===== src/hw/cache_cfg_pkg.sv =====
package cache_cfg_pkg;

    // address split: tag | index | byte offset
    localparam int ADDR_W   = 32;
    localparam int DATA_W   = 64;
    localparam int MASK_W   = DATA_W / 8;
    localparam int OFFSET_W = 3;
    localparam int INDEX_W  = 6;
    localparam int SETS     = 1 << INDEX_W;
    localparam int TAG_W    = ADDR_W - INDEX_W - OFFSET_W;

    // replacement age counters
    localparam int AGE_W    = 3;
    localparam int AGE_MAX  = (1 << AGE_W) - 1;

    localparam int WAYS     = 2;

endpackage


===== src/hw/cache_bus_pkg.sv =====
package cache_bus_pkg;

    // core side
    typedef struct packed {
        logic [cache_cfg_pkg::ADDR_W-1:0] addr;
        logic                             we;
        logic [cache_cfg_pkg::DATA_W-1:0] wdata;
        logic [cache_cfg_pkg::MASK_W-1:0] mask;
    } cpu_req_t;

    // rdata is zero for stores
    typedef struct packed {
        logic [cache_cfg_pkg::DATA_W-1:0] rdata;
        logic                             we;
    } cpu_rsp_t;

    // memory side
    typedef struct packed {
        logic [cache_cfg_pkg::ADDR_W-1:0] addr;
        logic                             we;
        logic [cache_cfg_pkg::DATA_W-1:0] data;
    } mem_req_t;

    typedef struct packed {
        logic [cache_cfg_pkg::DATA_W-1:0] data;
    } mem_rsp_t;

    // store merge into a hit way
    typedef struct packed {
        logic                             we;
        logic                             way;
        logic [cache_cfg_pkg::DATA_W-1:0] wdata;
        logic [cache_cfg_pkg::MASK_W-1:0] mask;
    } way_upd_t;

endpackage


===== src/hw/miss_controller.sv =====
`timescale 1ns/1ps

module miss_controller (
    input  logic                             clk,
    input  logic                             rst,
    input  logic                             req_valid_i,
    output logic                             req_ready_o,
    input  cache_bus_pkg::cpu_req_t          req_i,
    output logic                             rsp_valid_o,
    input  logic                             rsp_ready_i,
    output cache_bus_pkg::cpu_rsp_t          rsp_o,
    output logic                             mem_req_valid_o,
    input  logic                             mem_req_ready_i,
    output cache_bus_pkg::mem_req_t          mem_req_o,
    input  logic                             mem_rsp_valid_i,
    input  cache_bus_pkg::mem_rsp_t          mem_rsp_i,
    output logic [cache_cfg_pkg::ADDR_W-1:0] lookup_addr_o,
    output cache_bus_pkg::way_upd_t          hit_update_o,
    output logic                             touch_o,
    output logic                             fill_o,
    output logic                             fill_way_o,
    output logic [cache_cfg_pkg::DATA_W-1:0] fill_data_o,
    input  logic                             hit_i,
    input  logic                             hit_way_i,
    input  logic [cache_cfg_pkg::DATA_W-1:0] rdata_i,
    input  logic                             victim_way_i,
    input  logic                             victim_dirty_i,
    input  logic [cache_cfg_pkg::TAG_W-1:0]  victim_tag_i,
    input  logic [cache_cfg_pkg::DATA_W-1:0] victim_data_i
);
    import cache_cfg_pkg::*;

    typedef enum logic [2:0] {
        LOOKUP,
        WRITEBACK,
        REFILL_REQ,
        REFILL_WAIT,
        REPLAY
    } state_t;

    state_t             state_q;
    state_t             state_d;
    logic               serving;
    logic               done;
    logic [INDEX_W-1:0] index;

    // request stage holds the request until done, so no local copy
    assign index         = req_i.addr[OFFSET_W +: INDEX_W];
    assign lookup_addr_o = req_i.addr;

    assign serving     = (state_q == LOOKUP) || (state_q == REPLAY);
    assign rsp_valid_o = serving && req_valid_i && hit_i;
    assign done        = rsp_valid_o && rsp_ready_i;
    assign req_ready_o = done;

    assign rsp_o.rdata = req_i.we ? '0 : rdata_i;
    assign rsp_o.we    = req_i.we;

    // array updates only on completion
    assign touch_o            = done;
    assign hit_update_o.we    = done && req_i.we;
    assign hit_update_o.way   = hit_way_i;
    assign hit_update_o.wdata = req_i.wdata;
    assign hit_update_o.mask  = req_i.mask;

    assign fill_o      = (state_q == REFILL_WAIT) && mem_rsp_valid_i;
    assign fill_way_o  = victim_way_i;
    assign fill_data_o = mem_rsp_i.data;

    always_comb begin
        mem_req_valid_o = 1'b0;
        mem_req_o       = '0;
        case (state_q)
            WRITEBACK: begin
                // victim address rebuilt from its tag and this index
                mem_req_valid_o = 1'b1;
                mem_req_o.addr  = {victim_tag_i, index, {OFFSET_W{1'b0}}};
                mem_req_o.we    = 1'b1;
                mem_req_o.data  = victim_data_i;
            end
            REFILL_REQ: begin
                mem_req_valid_o = 1'b1;
                mem_req_o.addr  = {req_i.addr[ADDR_W-1:OFFSET_W], {OFFSET_W{1'b0}}};
            end
            default: begin
            end
        endcase
    end

    always_comb begin
        state_d = state_q;
        case (state_q)
            LOOKUP: begin
                if (req_valid_i && !hit_i) begin
                    state_d = victim_dirty_i ? WRITEBACK : REFILL_REQ;
                end
            end
            WRITEBACK: begin
                if (mem_req_ready_i) begin
                    state_d = REFILL_REQ;
                end
            end
            REFILL_REQ: begin
                if (mem_req_ready_i) begin
                    state_d = REFILL_WAIT;
                end
            end
            REFILL_WAIT: begin
                if (mem_rsp_valid_i) begin
                    state_d = REPLAY;
                end
            end
            // line is present now, finish through the hit path
            REPLAY: begin
                if (done) begin
                    state_d = LOOKUP;
                end
            end
            default: begin
                state_d = LOOKUP;
            end
        endcase
    end

    always_ff @(posedge clk or negedge rst) begin
        if (!rst) begin
            state_q <= LOOKUP;
        end else begin
            state_q <= state_d;
        end
    end

endmodule


===== config.mk =====
export PLATFORM = sky130hd
export DESIGN_NAME = miss_controller
export DESIGN_NICKNAME = d
export VERILOG_FILES = /design/src/hw/cache_cfg_pkg.sv /design/src/hw/cache_bus_pkg.sv /design/src/hw/miss_controller.sv
export SDC_FILE = /design/constraint.sdc
export NUM_CORES = 1
export LEC_CHECK = 0
export ABC_AREA = 1
export BUFFER_PORTS_ARGS = -buffer_cell sky130_fd_sc_hd__buf_2
export CAP_MARGIN = 20
export CORE_AREA = 2 2 260 262
export CTS_BUF_LIST = sky130_fd_sc_hd__clkbuf_8
export CTS_CLUSTER_DIAMETER = 80
export CTS_CLUSTER_SIZE = 14
export DETAILED_ROUTE_END_ITERATION = 8
export DIE_AREA = 0 0 262 264
export PLACE_DENSITY = 0.3
export RECOVER_POWER = 25
export SYNTH_ARGS = -nofsm -noshare
export SYNTH_HDL_FRONTEND = slang
export SYNTH_SLANG_ARGS = --single-unit

===== constraint.sdc =====
create_clock -name clk -period 1.5 [get_ports clk]
set_clock_uncertainty 0.15 [all_clocks]
set_input_delay 0.15 -clock clk [delete_from_list [all_inputs] [get_ports clk]]
set_output_delay 0.15 -clock clk [all_outputs]
set_load 0.02 [all_outputs]

# Word level (Yosys, flattened, before mapping)
# Index checks and enable logic that the tools add are counted.
dict set report totals {
  latch_bits 0
  word_cells 32
  input_bits 330
  output_inout_bits 338
  reg_bits 3
  mem_count 0
  romBits 0
  mem_bits_rw 0
}
dict set report op_classes {
  mux 11
  shift 0
  bitwise_logic 0
  mul 0
  magnitude_cmp 0
  reduce_logical 11
  n_eq_ne 9
  n_div 0
  addsub 0
}
# op count
set ops {}
lappend ops {{$mux W65} 1}
lappend ops {{$mux W64} 1}
lappend ops {{$pmux W32 S2} 1}
lappend ops {{$mux W3} 5}
lappend ops {{$pmux W3 S5} 1}
lappend ops {{$ne A2 B2 Y1 const B} 4}
lappend ops {{$eq A3 B2 Y1 const B} 2}
lappend ops {{$logic_and A1 B1 Y1} 6}
lappend ops {{$reduce_and A5 Y1} 1}
lappend ops {{$eq A3 B1 Y1 const B} 1}
lappend ops {{$eq A3 B3 Y1 const B} 1}
lappend ops {{$logic_not A3 Y1} 1}
lappend ops {{$mux W2} 1}
lappend ops {{$ne A2 B1 Y1 const B} 1}
lappend ops {{$reduce_or A2 Y1} 1}
lappend ops {{$logic_not A1 Y1} 1}
lappend ops {{$logic_or A1 B1 Y1} 1}
lappend ops {{$mux W1} 1}

# Logic depth before layout (Yosys ltp)
dict set report depth {
  word_depth 7
  mapped_depth 8
}

# Least setup slack after synthesis
# OpenSTA, ideal clock, no wires.
dict set report synth_path {
  kind {register -> output}
  from {reg state_q[0]}
  to {out mem_req_o[68] in the netlist's numbering}
  setup_slack_ns -0.137
  t_required_ns 1.200
  arrival_ns 1.337
  n_path_buf 0
  path_stages_with_launch 6
  cell_sequence {dfrtp_1 > nor2_4 > nand2_1 > nand2_1 > inv_1 > nor2_1}
}
# element line
set synth_lines {}
lappend synth_lines {{start, declared} miss_controller.sv:41} ;# state_t state_q;
lappend synth_lines {{start signal, assigned} miss_controller.sv:129} ;# state_q <= state_d;
lappend synth_lines {{end, declared} miss_controller.sv:14} ;# output cache_bus_pkg::mem_req_t mem_req_o,

==> out/metrics.cfg <==
[status]
outcome = complete, but fails checks
violations = setup timing

[synth]
ys_seq_elements = 3
yosysWarnings = 0
synth-seq-area-share_pct = 2.50
synth_top_area_share_pct = 44.2
synth_cell_type_count = 19
syn-instance-count = 545
yosys.area.top_type = buf_4
netlist_area_um2 = 3010
synth.area.top_cells = buf_4 (44%), inv_1 (18%), nor2_1 (18%)
avgSynthCellArea_um2 = 5.51

[floorplanning]
die_area_um2 = 69200
die_y_um = 264
rows = 95
ios = 668
initial_core_util_pct = 4.52
die_w_um = 262
core-area_um2 = 66600

[setup_path]
slowest_delay_ns = 0.45
crit_type = flop to output port
start_kind = flop
critPathMaxFanout = 6
cp_top_family = buffers and inverters
worstPathCellList = nand3_4, buf_12, inv_6, buf_12, a32o_2, buf_6
cpMaxStageDelayCell = dfrtp_2
cp-end-kind = output port
cp_data_arrival_time_ns = 1.54
cp.required_ns = 1.20
critPathBufInv = 4
crit_path_frequent_cell = buf_12

[sta]
period_needed_ns = 1.84
rsz0062_at_grt = yes
final_hold_viol_count = 0
fin_ws_ns = -0.341
drv_slew = 0
max_freq_mhz = 543
hold-worst-slack_ns = 0.143
post-route-period-util_pct = 123
finalSetupViolations = 102

[job]
cap_violations = 0

[layout]
largest_register_ffs = 3
top_regs = state_q: 3 flops
diodes = 0
regMostFlops = state_q
fill_cells = 7749
syn_to_final_growth_pct = 114
utilization_pct = 9.65
drive_above_1_share_pct = 67.9
layout_common_cells = buf_2 (286), inv_1 (144), buf_6 (95)
nets = 1117
final_common_cell = buf_2
fin_cells = 1659

[clocking]
clkTransAtPathRegs_ns = 0.03
clock_latency_ns = 0.22
clockBufferDepth = 2
h-tree-depth = 1
cts-root-buf = clkbuf_8
numCtsBuffers = 3
cts_tree = done
clkSinkCount = 3

[placed_design]
dp.cells = 1639
port_buffers = 382
gp_congestion = 0.686
place_hpwl_um = 13700

[drt]
vias_per_cell = 2.40
drt_iter0_markers = 83
dr.pass1.iters = 4
totalWireLength_um = 16600
ant_nets = 0
drcViolationCount = 0
wl_per_cell_um = 10.0
num_vias = 3982

[power_and_ir_drop]
max-vdd-ir-drop_uv = 394
p_per_area_nw_per_um2 = 1310
p_leak_nw = 3.50

[global_route]
grt_pass1_wl_um = 19900
antenna_found_initial = 5
grt_max_degree = 36
grt_pass1_vias = 3554
grt_overflow_total = 0
grtUsageTotal_pct = 3.81

[min_path]
hold_class = input port to asynchronous set/reset pin

-- power by group --
part           internal, mW  switching, mW
Combinational          3.87           4.13
Clock                 0.174         0.0534
Sequential            0.125         0.0563
Total                  4.17           4.24
-- synth_stat cells, drive strengths merged --
master  instances
buf           188
inv           147
nor2          146
a32o           23
nand2          16
nand3          11
clkbuf          8
dfrtp           3
conb            1
nand3b          1
o21ai           1
-- final timing paths --
| path | start | slack, ns | cells past startpoint | endpoint |
|---|---|---|---|---|
| max reg2reg | state_q[1]$_DFFE_PN0P_ | -0.06 | 7 | state_q[1]$_DFFE_PN0P_ |
| min reg2reg | state_q[1]$_DFFE_PN0P_ | 0.56 | 3 | state_q[1]$_DFFE_PN0P_ |
| max in group asynchronous | rst | 0.93 | 2 | state_q[0]$_DFFE_PN0P_ |
| max | state_q[0]$_DFFE_PN0P_ | -0.34 | 6 | mem_req_o[90] |
| min | rst | 0.14 | 2 | state_q[2]$_DFFE_PN0P_ |
| min in group clk | mem_rsp_i[63] | 0.15 | 0 | fill_data_o[63] |
-- kinds of logic (layout without fill, tap and decap cells) --
logic type / after synthesis / after routing / synth area share (%)
DFF: 3 / 3 / 2.50
AOI/OAI and AO/OA: 24 / 24 / 7.83
and+or+nand+nor: 174 / 174 / 23.0
other: 1 / 3 / 0.125
buffers and inverters: 343 / 582 / 66.6
-- layout make-up --
| class | count | area (um^2) | area share (%) |
|---|---|---|---|
| clock buffer | 3 | 41.3 | 0.643 |
| clock inverter | 1 | 3.75 | 0.0585 |
| inverter | 147 | 561 | 8.73 |
| multi-input combinational | 201 | 1490 | 23.2 |
| sequential | 3 | 77.6 | 1.21 |
| tap | 873 | 1090 | 17.0 |
| timing repair buffer | 431 | 3160 | 49.2 |
-- metrics by stage --
stage	TNS, ns	total power [mW]	worst slack (ns)	cell area [um^2]
final	-26.75	8.41	-0.341	6420
after global routing	-32.76	8.97	-0.400	6420
after CTS	-26.82	6.85	-0.325	5600
after detailed placement	-7.76	5.63	-0.167	5090
after global placement	-6.81	5.68	-0.136	5090
after floorplan	-0.395	4.03	-0.0811	3210
-- routing by layer --
layer  vias up  wire length (um)  track usage (%)  part of all wire, %
met1      1697              5410             3.59                   33
li1       1860                 -                -                    -
met5         -                41                0                 0.25
met3        46              2490             2.31                   15
met4         6               568             1.45                  3.4
met2       373              8100             6.68                   49
-- timing repair --
action	in CTS	in global routing
hold buffers	1	0
gates resized for setup	145	157
setup buffers	5	5
endpoints found under the hold margin	3	0
cloned	0	6
pin swaps	2	8
endpoints found under the setup margin	103	103
No activity file was read; power rests on OpenSTA's default activity.
